## src/logic/table_ad_pkg.sv

```systemverilog
// table link shared definitions
package table_ad_pkg;

    // burst lengths on the byte link
    localparam int ADDR_BYTES  = 3;  // 24-bit byte address, select byte is not sent
    localparam int DATA_BYTES  = 4;  // full 32-bit table word

    // minimum spacing between two issue strobes, in clock cycles
    localparam int MIN_CMD_GAP = 6;

    // host command as queued by the pacer
    typedef struct packed {
        logic        a_not_d;  // 1: address command, 0: data command
        logic [31:0] payload;  // {chn_sel[7:0], byte_addr[23:0]} or data word
    } cmd_t;

    // byte link from the transmitter to every receiver
    typedef struct packed {
        logic [7:0] ser_d;    // current byte, lsb first
        logic       a_not_d;  // burst type, held for the whole burst
    } link_t;

endpackage
```

## src/logic/table_ad_top.sv

```systemverilog
// table loading link top level
`timescale 1ns/1ps

module table_ad_top
    import table_ad_pkg::*;
#(
    parameter int NUM_CHANNELS = 4,
    parameter int CHN_BITS     = 8,
    parameter int TABLE_ABITS  = 4,
    parameter int QUEUE_DEPTH  = 4
) (
    input  logic                   clk,
    input  logic                   reset,
    input  logic                   cmd_we,    // host command strobe
    input  cmd_t                   cmd,       // host command, valid with cmd_we
    output logic                   cmd_full,  // queue full, writes dropped
    output logic                   busy,      // queued, sending or finishing a write
    input  logic [CHN_BITS-1:0]    rd_chn,
    input  logic [TABLE_ABITS-1:0] rd_addr,
    output logic [31:0]            rd_data
);
    logic                    issue;
    cmd_t                    issue_cmd;
    logic                    pending;    // pacer queue not empty
    link_t                   link;
    logic [NUM_CHANNELS-1:0] chn_en;
    logic                    active;     // transmitter burst
    logic                    writing;    // receiver last byte

    table_cmd_pacer #(
        .QUEUE_DEPTH (QUEUE_DEPTH)
    ) table_cmd_pacer_i (
        .clk       (clk),
        .reset     (reset),
        .cmd_we    (cmd_we),
        .cmd       (cmd),
        .cmd_full  (cmd_full),
        .issue     (issue),
        .issue_cmd (issue_cmd),
        .pending   (pending)
    );

    table_ad_transmit #(
        .NUM_CHANNELS (NUM_CHANNELS),
        .CHN_BITS     (CHN_BITS)
    ) table_ad_transmit_i (
        .clk       (clk),
        .reset     (reset),
        .issue     (issue),
        .issue_cmd (issue_cmd),
        .link      (link),
        .chn_en    (chn_en),
        .active    (active)
    );

    table_bank #(
        .NUM_CHANNELS (NUM_CHANNELS),
        .CHN_BITS     (CHN_BITS),
        .TABLE_ABITS  (TABLE_ABITS)
    ) table_bank_i (
        .clk     (clk),
        .reset   (reset),
        .link    (link),
        .chn_en  (chn_en),
        .rd_chn  (rd_chn),
        .rd_addr (rd_addr),
        .rd_data (rd_data),
        .writing (writing)
    );

    assign busy = pending || active || writing;  // falls once the table is updated

endmodule

```

## src/logic/table_bank.sv

```systemverilog
// table bank with channel receivers
`timescale 1ns/1ps

module table_bank
    import table_ad_pkg::*;
#(
    parameter int NUM_CHANNELS = 4,
    parameter int CHN_BITS     = 8,
    parameter int TABLE_ABITS  = 4
) (
    input  logic                    clk,
    input  logic                    reset,
    input  link_t                   link,     // shared by all receivers
    input  logic [NUM_CHANNELS-1:0] chn_en,   // per-receiver byte enable
    input  logic [CHN_BITS-1:0]     rd_chn,   // readback channel
    input  logic [TABLE_ABITS-1:0]  rd_addr,  // readback word address
    output logic [31:0]             rd_data,  // zero for a channel out of range
    output logic                    writing   // any receiver finishing a burst
);
    logic [31:0]             chn_rd [NUM_CHANNELS];  // readback word per channel
    logic [NUM_CHANNELS-1:0] chn_writing;

    for (genvar i = 0; i < NUM_CHANNELS; i++) begin : g_rx
        table_write_receiver #(
            .TABLE_ABITS (TABLE_ABITS)
        ) table_write_receiver_i (
            .clk     (clk),
            .reset   (reset),
            .en      (chn_en[i]),
            .link    (link),
            .rd_addr (rd_addr),
            .rd_data (chn_rd[i]),
            .writing (chn_writing[i])
        );
    end

    // readback mux by channel, no match leaves zero
    always_comb begin
        rd_data = '0;
        for (int i = 0; i < NUM_CHANNELS; i++) begin
            if (rd_chn == CHN_BITS'(i))
                rd_data = chn_rd[i];
        end
    end

    assign writing = |chn_writing;

endmodule

```

## src/logic/table_write_receiver.sv

```systemverilog
// per-channel table write receiver
`timescale 1ns/1ps

module table_write_receiver
    import table_ad_pkg::*;
#(
    parameter int TABLE_ABITS = 4
) (
    input  logic                   clk,
    input  logic                   reset,
    input  logic                   en,       // this channel takes the byte on the link
    input  link_t                  link,
    input  logic [TABLE_ABITS-1:0] rd_addr,  // readback address
    output logic [31:0]            rd_data,  // combinational readback
    output logic                   writing   // last byte, table or address update at edge
);
    localparam int DEPTH  = 1 << TABLE_ABITS;
    localparam int BCNT_W = $clog2(DATA_BYTES);

    logic [31:0]            table_mem [DEPTH];
    logic [31:0]            word_r;      // bytes collected so far
    logic [31:0]            word_next;   // word_r with the current byte placed
    logic [BCNT_W-1:0]      byte_cnt;    // index of the current byte
    logic [TABLE_ABITS-1:0] waddr;       // word address for the next data burst
    logic                   last_byte;

    // lsb first, byte k lands in bits 8k+7..8k
    always_comb begin
        word_next                     = word_r;
        word_next[byte_cnt * 8 +: 8]  = link.ser_d;
    end

    assign last_byte = link.a_not_d ? (byte_cnt == BCNT_W'(ADDR_BYTES - 1))
                                    : (byte_cnt == BCNT_W'(DATA_BYTES - 1));
    assign writing   = en && last_byte;
    assign rd_data   = table_mem[rd_addr];

    always_ff @(posedge clk) begin
        if (en)
            word_r <= word_next;
        if (writing && !link.a_not_d)
            table_mem[waddr] <= word_next;   // full word includes the last byte
    end

    always_ff @(posedge clk) begin
        if (reset) begin
            byte_cnt <= '0;
            waddr    <= '0;
        end else if (en) begin
            if (last_byte) begin
                byte_cnt <= '0;              // ready for the next burst
                if (link.a_not_d)
                    waddr <= word_next[TABLE_ABITS-1:0];  // low bits of byte address
                else
                    waddr <= waddr + 1'b1;   // wraps at table depth
            end else begin
                byte_cnt <= byte_cnt + 1'b1;
            end
        end
    end

endmodule

```

## src/logic/table_ad_transmit.sv

```systemverilog
// byte-wide table address and data transmitter
`timescale 1ns/1ps

module table_ad_transmit
    import table_ad_pkg::*;
#(
    parameter int NUM_CHANNELS = 4,
    parameter int CHN_BITS     = 8
) (
    input  logic                    clk,
    input  logic                    reset,
    input  logic                    issue,      // single cycle command strobe
    input  cmd_t                    issue_cmd,  // valid with issue
    output link_t                   link,       // byte and burst type
    output logic [NUM_CHANNELS-1:0] chn_en,     // one-hot or zero, one byte per cycle
    output logic                    active      // strobe through end of burst
);
    localparam int BCNT_W = $clog2(DATA_BYTES);

    logic [31:0]             d_r;        // shift register, lsb byte on the link
    logic                    a_not_d_r;  // burst type of the current command
    logic [CHN_BITS-1:0]     sel_a;      // channel select from last address command
    logic [NUM_CHANNELS-1:0] sel;        // one-hot decode of sel_a
    logic                    we_r;       // address command, select just registered
    logic                    any_en;     // burst running, even with no channel selected
    logic [BCNT_W-1:0]       byte_cnt;   // bytes left after the current one
    logic                    start;      // first byte of a burst on the next cycle

    assign link   = '{ser_d: d_r[7:0], a_not_d: a_not_d_r};
    assign start  = (issue && !issue_cmd.a_not_d) || we_r;  // address waits for the select
    assign active = issue || we_r || any_en;

    // out-of-range select matches no channel
    always_comb begin
        for (int i = 0; i < NUM_CHANNELS; i++)
            sel[i] = (sel_a == CHN_BITS'(i));
    end

    always_ff @(posedge clk) begin
        if (issue)
            d_r <= issue_cmd.payload;
        else if (any_en)
            d_r <= d_r >> 8;                 // next byte down
    end

    always_ff @(posedge clk) begin
        if (reset) begin
            a_not_d_r <= 1'b0;
            we_r      <= 1'b0;
            sel_a     <= '0;
            any_en    <= 1'b0;
            chn_en    <= '0;
            byte_cnt  <= '0;
        end else begin
            if (issue)
                a_not_d_r <= issue_cmd.a_not_d;
            we_r <= issue && issue_cmd.a_not_d;
            if (issue && issue_cmd.a_not_d)
                sel_a <= issue_cmd.payload[24 +: CHN_BITS];
            if (start) begin
                any_en   <= 1'b1;
                chn_en   <= sel;
                byte_cnt <= we_r ? BCNT_W'(ADDR_BYTES - 1) : BCNT_W'(DATA_BYTES - 1);
            end else if (any_en) begin
                if (byte_cnt == '0) begin    // last byte on the link now
                    any_en <= 1'b0;
                    chn_en <= '0;
                end else begin
                    byte_cnt <= byte_cnt - 1'b1;
                end
            end
        end
    end

endmodule

```

## src/logic/table_cmd_pacer.sv

```systemverilog
// command pacer queue
`timescale 1ns/1ps

module table_cmd_pacer
    import table_ad_pkg::*;
#(
    parameter int QUEUE_DEPTH = 4
) (
    input  logic clk,
    input  logic reset,
    input  logic cmd_we,     // single cycle write strobe from the host
    input  cmd_t cmd,        // valid with cmd_we
    output logic cmd_full,   // queue holds QUEUE_DEPTH entries, writes are dropped
    output logic issue,      // single cycle, at least MIN_CMD_GAP apart
    output cmd_t issue_cmd,  // valid with issue
    output logic pending     // queue not empty
);
    localparam int PTR_W = (QUEUE_DEPTH > 1) ? $clog2(QUEUE_DEPTH) : 1;
    localparam int CNT_W = $clog2(QUEUE_DEPTH + 1);
    localparam int GAP_W = $clog2(MIN_CMD_GAP);

    cmd_t             queue_mem [QUEUE_DEPTH];  // circular buffer
    logic [PTR_W-1:0] wr_ptr;
    logic [PTR_W-1:0] rd_ptr;
    logic [CNT_W-1:0] count;                    // entries held
    logic [GAP_W-1:0] gap_cnt;                  // cycles left before next issue allowed
    logic             push;
    logic             pop;

    // wrap a queue pointer at the last entry
    function automatic logic [PTR_W-1:0] ptr_next(input logic [PTR_W-1:0] p);
        return (p == PTR_W'(QUEUE_DEPTH - 1)) ? '0 : p + 1'b1;
    endfunction

    assign cmd_full = (count == CNT_W'(QUEUE_DEPTH));
    assign pending  = (count != '0);
    assign push     = cmd_we && !cmd_full;     // write while full is lost
    assign pop      = pending && (gap_cnt == '0);

    // queue storage and issued command, payload only
    always_ff @(posedge clk) begin
        if (push)
            queue_mem[wr_ptr] <= cmd;
        if (pop)
            issue_cmd <= queue_mem[rd_ptr];    // head moves to the transmitter
    end

    always_ff @(posedge clk) begin
        if (reset) begin
            wr_ptr  <= '0;
            rd_ptr  <= '0;
            count   <= '0;
            gap_cnt <= '0;
            issue   <= 1'b0;
        end else begin
            issue <= pop;
            if (push)
                wr_ptr <= ptr_next(wr_ptr);
            if (pop) begin
                rd_ptr  <= ptr_next(rd_ptr);
                gap_cnt <= GAP_W'(MIN_CMD_GAP - 1);  // strobe plus 5 quiet cycles
            end else if (gap_cnt != '0) begin
                gap_cnt <= gap_cnt - 1'b1;
            end
            case ({push, pop})
                2'b10:   count <= count + 1'b1;
                2'b01:   count <= count - 1'b1;
                default: count <= count;         // none, or push and pop together
            endcase
        end
    end

endmodule

```

## config.mk

```make
export PLATFORM = sky130hd
export DESIGN_NAME = table_ad_top
export DESIGN_NICKNAME = d
export VERILOG_FILES = /design/src/logic/table_ad_pkg.sv /design/src/logic/table_ad_top.sv /design/src/logic/table_bank.sv /design/src/logic/table_write_receiver.sv /design/src/logic/table_ad_transmit.sv /design/src/logic/table_cmd_pacer.sv
export SDC_FILE = /design/constraint.sdc
export NUM_CORES = 2
export LEC_CHECK = 0
export BUFFER_PORTS_ARGS = -buffer_cell sky130_fd_sc_hd__buf_4
export CAP_MARGIN = 20
export CORE_MARGIN = 4
export CORE_UTILIZATION = 50
export DETAILED_ROUTE_END_ITERATION = 8
export GPL_TIMING_DRIVEN = 0
export HOLD_SLACK_MARGIN = 0.06
export PLACE_DENSITY_LB_ADDON = 0.15
export SLEW_MARGIN = 20
export SYNTH_ARGS = -nofsm -noshare
export SYNTH_HDL_FRONTEND = slang
export SYNTH_SLANG_ARGS = --single-unit
```

## constraint.sdc

```tcl
create_clock -name clk -period 4.9 [get_ports clk]
set_input_delay 1.47 -clock clk [delete_from_list [all_inputs] [get_ports clk]]
set_output_delay 1.47 -clock clk [all_outputs]
set_load 0.01 [all_outputs]
```

Yosys cells after proc, flatten, opt, wreduce, memory -nomap -nowiden
Memory sizes are Yosys's and may differ from the RTL's. A register that Yosys moved wholly into a read port is not among the register bits. Index checks and enable logic that the tools add are counted.

Bits in registers: 212. Memory bits (writable): 2180. Input bits: 48. Word-level logic and storage cells: 162. Memories kept: 5.

$add $sub $neg: 18. Equality and inequality tests: 20. Shift-type cells: 8. Multiplexer cells: 47. Reduce and logical (&&, ||, !) cells: 39.

Memory list: table_bank_i.g_rx[0].table_write_receiver_i.table_mem (words 16, bits a word 32, rd ports 1, clocked after memory_dff 0, wr ports 1, line table_write_receiver.sv:20) `logic [31:0] table_mem [DEPTH];`; table_bank_i.g_rx[1].table_write_receiver_i.table_mem (words 16, bits a word 32, rd ports 1, clocked after memory_dff 0, wr ports 1, line table_write_receiver.sv:20); table_bank_i.g_rx[2].table_write_receiver_i.table_mem (words 16, bits a word 32, rd ports 1, clocked after memory_dff 0, wr ports 1, line table_write_receiver.sv:20); table_bank_i.g_rx[3].table_write_receiver_i.table_mem (words 16, bits a word 32, rd ports 1, clocked after memory_dff 0, wr ports 1, line table_write_receiver.sv:20); table_cmd_pacer_i.queue_mem (words 4, bits a word 33, rd ports 1, clocked after memory_dff 1, wr ports 1, line table_cmd_pacer.sv:22) `cmd_t queue_mem [QUEUE_DEPTH];`.

Operators with widths (count): $mux 32 (6); $neg 5->34 (4); $shift 8x34->32 const A (4); $shiftx 8x34->32 (4); $bwmux 32 (4); $eq 8x2->1 const B (4); $mux 4 (7); $eq 2x2->1 const B (11); $mux 1 (18); $mux 2 (9); $add 4x1->4 const B (4); $eq 8x1->1 const B (2); $logic_not 8->1 (2); $add 2x1->2 const B (6); $logic_and 1x1->1 (12); $reduce_and 2->1 (6); $reduce_bool 2->1 (5); $mux 3 (2); $pmux 3 s2 (1); $reduce_bool 3->1 (2); $sub 3x1->3 const B (2); $logic_or 1x1->1 (5); $reduce_or 4->1 (1); $add 3x1->3 const B (1); 8 further kinds (10).

Longest topological paths before layout
Depth after elaboration: 6. Depth in mapped cells: 11. Depth with buffers taken out: 11.

By module
From an unflattened synthesis, not the netlist that was laid out.

Cell total of the unflattened synthesis: 4325. Area total of the unflattened synthesis: 93364.5 um^2.

By module, submodules not included: table_write_receiver (table_bank_i.g_rx[3].table_write_receiver_i) (instances 1, cells each 957, area an instance 20993.9 um^2, seq. area each 16455.8 um^2); table_write_receiver (table_bank_i.g_rx[2].table_write_receiver_i) (instances 1, cells each 959, area an instance 20992.6 um^2, seq. area each 16455.8 um^2); table_write_receiver (table_bank_i.g_rx[0].table_write_receiver_i) (instances 1, cells each 949, area an instance 20967.6 um^2, seq. area each 16455.8 um^2); table_write_receiver (table_bank_i.g_rx[1].table_write_receiver_i) (instances 1, cells each 949, area an instance 20965.1 um^2, seq. area each 16455.8 um^2); table_cmd_pacer (instances 1, cells each 275, area an instance 6378.6 um^2, seq. area each 5175.0 um^2); table_ad_transmit (instances 1, cells each 155, area an instance 2035.7 um^2, seq. area each 1301.2 um^2); table_bank (instances 1, cells each 80, area an instance 1024.7 um^2, seq. area each 0.0 um^2); table_ad_top (instances 1, cells each 1, area an instance 6.3 um^2, seq. area each 0.0 um^2).

Worst setup path before layout
No wires, ideal clock.

Path type: input -> output. Start point: input rd_addr[0]. End point: output rd_data[17]. Arrival time: 3.220 ns. Required time: 3.430 ns. Setup slack: 0.210 ns. Cell stages on the path: 9. Buffers on the path: 4. Path through: buf_4 -> buf_8 -> buf_6 -> buf_2 -> mux4_2 -> mux2i_1 -> o22ai_1 -> o22ai_1 -> nand2_1.

Cells in the longest elaborated chain, start to end: 5. Elaborated cells between the ends (all ways): 8. Those cells by class: mux: 4; memory: 4.

Ends and longest elaborated chain: start, declared (line table_ad_top.sv:19) `input logic [TABLE_ABITS-1:0] rd_addr,`; $mem_v2 16x32; $mux 32 (3 in a row) (line table_bank.sv:41) `if (rd_chn == CHN_BITS'(i))`; $mux 32 * (line table_bank.sv:41); end, declared (line table_ad_top.sv:20) `output logic [31:0] rd_data`.

Every way passes the cells marked *; elsewhere a longest branch is shown, timed or not.

Final worst setup path
Start point: input rd_addr[0]. End point: output rd_data[24].

Same word-level chain as after synthesis.

==> summary.md <==
The run finished, with violations left. The checks that failed: setup timing. The die covers 195000 µm².

Clock-pin slew was measured on the worst setup and hold paths at 0.06 ns. The first global-routing pass estimated 394000 µm of wire. Port buffering added 76 buffers. The run gives 32 as the count of final setup violators.

Number of slew-limit violations in the final report: 0. CTS placed an instance of clkbuf_16 at the clock tree root. The starting DRC count in detailed routing came out at 7427. The initialized floorplan defines 159 standard-cell rows. For this design the static power due to leakage is 37.7 nW.

The number of buffers inserted by hold repair at cts is 0, and the number of enable flip-flop cells after synthesis is 2373. For this run, design rule violations remaining after detail routing come to 0. Max-cap violations in this run came to 0.

In this run the worst setup path terminates at rd_data[24]. STA classifies the critical path startpoint as an input port. Clock skew after layout: 0.0482 ns. For this run, the number of Yosys warnings is 0. In this run the critical register-to-register path is launched from table_ad_transmit_i.a_not_d_r.

The library cell occupying the most area in the post-synthesis netlist is edfxtp_1. In the synthesized netlist, the number of instances is 4530. In this design, the largest share of critical-path delay is due to multiplexers. At the later pin of the worst-skew pair, clock insertion delay measures 0.90 ns.

After synthesis, the largest area contributor takes up 75.7% of total cell area. The H-tree was split into 4 levels. Walking the worst path, the cells encountered are buf_16 -> buf_16 -> buf_16 -> buf_12 -> mux4_2 -> mux4_2 -> a22oi_2 -> nand2_2 -> buf_6.

For this design the total switching power over the nets is 11.0 mW. In this run the standard cell core region covers 188000 µm². Of the cells placed in the final design, the portion with a size suffix greater than 1 is 36.1%.

Aggregate global routing overflow: 0. The number of antenna violations at the first check in global routing was 14; the count of unique library cells instantiated by Yosys was 60. In this run, synthesis produced a sequential element count of 2425. Relative to the synthesized area, the layout overhead comes to 22.9%. Data on the critical path arrives at its endpoint at 3.96 ns. Timing startpoint of the critical path: rd_addr[0]. The largest stage delay on the critical path was 0.55 ns. The startpoint identified for the worst hold timing path is table_ad_transmit_i.we_r. The number of nets in the layout came out at 5340.

Static timing analysis puts the maximum clock frequency at 0.184 GHz. The number of hold-slack violations in the final timing report was 0; the minimum clock period was 5.43 ns. TritonCTS built the clock tree.

The tools report the global-route usage over all layers as 29.1%. Kind of critical path: in2out. The critical path contains buffers and inverters numbering 5 combined.

The routed layout has 49995 vias. The first-pass detailed-route iteration total is 6, and the post-route standard cell area excluding fillers is 116000 µm². The logs give 38.7% for the relative contribution of the clock network to total power and 194000 µm for the placed wire-length estimate. Dividing the detail-routed wire length by the instance count gives 35.9 µm. The switching part of the total is 23.6%, and the final total negative setup slack is -12.97 ns.

The largest individual stage delay along the critical path comes from the cell mux4_2. Setup repair after global routing could not meet its margin everywhere. The total power density per cell area was 402 nW/µm². Counting along the longest clock path gives a buffer depth of 3. In this run the cell area measured after placement is 103000 µm². The required time at the worst-slack endpoint is 3.43 ns.

The depth of the worst register-to-register path came out at 9. The number of cells after detailed placement is 7376. The height of the die is 442 µm. The tools report the total I/O pin count as 82. In the synthesized netlist the dominant register cell turns out to be edfxtp_1. After synthesis, the mean cell area works out to 20.8 µm².

Sequential cells account for 51.4% of the total power. Hold is met by 0.436 ns. For this run, asynchronously set or reset flops after synthesis account for 0%. For the slack of the critical path, the log shows -0.532 ns. When the netlist entered floorplanning its net count stood at 4620. For the number of global-route vias before repair, the log shows 49877.

The floorplan step set the die width to 442 µm. Internal power comes to 35.5 mW. The count of placed standard cells in the final layout, fillers left out is 7962. The tools report the endpoint kind of the worst setup timing path as an output pin.

The run gives 61.7% as the utilization after layout. The share of the cycle needed by the critical path after routing is 111%. Before CTS, the worst setup slack after placement is -3.10 ns.

In the routed layout, each cell is associated on average with a via count of 6.28. For this block, the routed nets add up to 286000 µm of wire. After layout, the design draws a total of 46.5 mW. The combinational share of power is 9.9%. The sequential share of the synthesized area was 76.8%.

For the register-to-register setup slack, the log shows 0.76 ns. The relative slew slack is 17.9%. By area the synthesized netlist is led by edfxtp_1 76%, mux4_2 14%, mux2i_1 1.3%. In this run the number of cells on the critical path is 9. In this run the remaining antenna-violating nets after routing total 0. Routability congestion estimate from global placement: 0.976.

The worst-case IR drop observed on VDD is 0.344 mV. The total CTS buffers was 238; the largest driver fanout on the critical path was 7. The most repeated library cell on the critical path was buf_16.

Type of the worst min-delay path: reg2reg. Entering global routing, the biggest net connects 37 pins. The slew at the pin with the worst max-slew slack was 1.23 ns. The cell area that synthesis handed to floorplanning was 94200 µm².

The clock sink total came out at 2425. The initial core utilization came out at 50.2%.
## final cells by class
type / count / area [µm²]
timing repair buffer: 485 / 6400
clock inverter: 142 / 1330
inverter: 158 / 598
clock buffer: 310 / 6390
antenna: 5 / 12.5
fill: 12769 / 71900
tap: 2495 / 3120
sequential: 2425 / 72300
buffer: 242 / 3090
multi-input combinational: 1700 / 22500
## cell usage after synthesis, types with 4 or more instances
| cell type | count |
|---|---|
| nand2b_1 | 17 |
| xnor2_1 | 5 |
| o22ai_1 | 64 |
| nand3_1 | 46 |
| and3_1 | 14 |
| edfxtp_1 | 2373 |
| dfxtp_1 | 52 |
| nor3_1 | 43 |
| ha_1 | 41 |
| xor2_1 | 6 |
| nor2_1 | 107 |
| inv_1 | 155 |
| and2_1 | 19 |
| a211oi_1 | 53 |
| a22oi_1 | 8 |
| mux4_2 | 581 |
| a21oi_1 | 76 |
| o21ai_0 | 143 |
| buf_6 | 8 |
| or2_2 | 5 |
| nand2_1 | 210 |
| buf_1 | 27 |
| a31oi_1 | 12 |
| nor4b_1 | 4 |
| clkbuf_1 | 112 |
| o21ai_1 | 4 |
| nor2b_1 | 30 |
| buf_4 | 34 |
| o211a_1 | 6 |
| mux2i_1 | 125 |
| buf_2 | 65 |
| mux2_2 | 38 |
## power by group through the flow
stage | sequential (mW) | combinational [mW] | clock (mW)
after CTS | 23.9 | 4.45 | 18.2
final | 23.9 | 4.61 | 18.0
after global routing | 23.9 | 4.80 | 19.1
after floorplan | 24.3 | 2.13 | 0
after detailed placement | 24.3 | 4.05 | 0
after global placement | 24.4 | 3.60 | 0
## cells in the final DEF (no fill, tap or decap), types with 95 or more instances in the layout
master,Yosys,layout
buf_4,34,273
buf_12,0,95
nand2_1,210,185
clkbuf_16,0,247
clkbuf_1,112,99
edfxtp_1,2373,2373
mux4_2,581,581
buf_16,0,116
o21ai_1,4,111
inv_1,155,154
## worst reg2reg max path: stages, from the launching register on
cell and delay (ns):
dfxtp_1 0.32, clkbuf_2 0.58, xor2_1 0.27, nand3_1 0.58
nor2_1 0.50, nand2_1 0.31, nor3_2 0.60, buf_6 0.24
buf_4 0.21, buf_4 0.22
## registers in the layout (all words and copies together) (netlist names)
name                                                count
table_ad_transmit_i.we_r                                1
table_cmd_pacer_i.wr_ptr                                2
table_ad_transmit_i.a_not_d_r                           1
table_ad_transmit_i.chn_en                              4
table_ad_transmit_i.byte_cnt                            2
table_cmd_pacer_i.issue                                 1
table_cmd_pacer_i.queue_mem                           132
table_cmd_pacer_i.rd_ptr                                2
table_bank_i.g_rx.table_write_receiver_i.table_mem   2048
table_bank_i.g_rx.table_write_receiver_i.byte_cnt       8
table_bank_i.g_rx.table_write_receiver_i.waddr         16
table_ad_transmit_i.d_r                                32
table_cmd_pacer_i.issue_cmd                            33
table_ad_transmit_i.any_en                              1
table_bank_i.g_rx.table_write_receiver_i.word_r       128
table_ad_transmit_i.sel_a                               8
table_cmd_pacer_i.gap_cnt                               3
table_cmd_pacer_i.count                                 3
## layer usage
layer  global-route usage, %  wire [µm]  vias up  part of all wire [%]
li1                        -          -    20081                     -
met1                    37.3     103000    26392                    36
met2                    45.7     136000     2919                    48
met3                    7.96      29000      601                    10
met4                    15.3      17600        2                   6.2
met5                   0.440         13        -                0.0045
## cells by family after synthesis
logic type               after synthesis  synth area share [%]
adder cells (fa/ha/maj)               42                 0.566
multiplexers                         745                  15.7
AO/OA/AOI/OAI                        387                  2.43
flip-flops                          2425                  76.8
AND/OR/NAND/NOR                      515                  2.51
buffers and inverters                405                  1.91
XOR/XNOR                              11                 0.102
## worst min path at each step
stage,endpoint,slack [ns],cells past startpoint
after global placement,table_ad_transmit_i.byte_cnt[0],0.42,1
after CTS,table_ad_transmit_i.byte_cnt[0],0.44,1
after floorplan,table_ad_transmit_i.byte_cnt[0],0.41,1
after detailed placement,table_ad_transmit_i.byte_cnt[0],0.43,1
after global routing,table_ad_transmit_i.byte_cnt[0],0.45,1
final,table_ad_transmit_i.byte_cnt[0],0.44,1
## timing repair
| item | CTS | global route |
|---|---|---|
| endpoints found under the setup margin | 33 | 32 |
| setup buffers | 64 | 64 |
| pin swaps | 55 | 53 |
| resized for setup | 838 | 103 |
| gates cloned | 5 | 2 |
No activity file was read; power rests on OpenSTA's default activity.
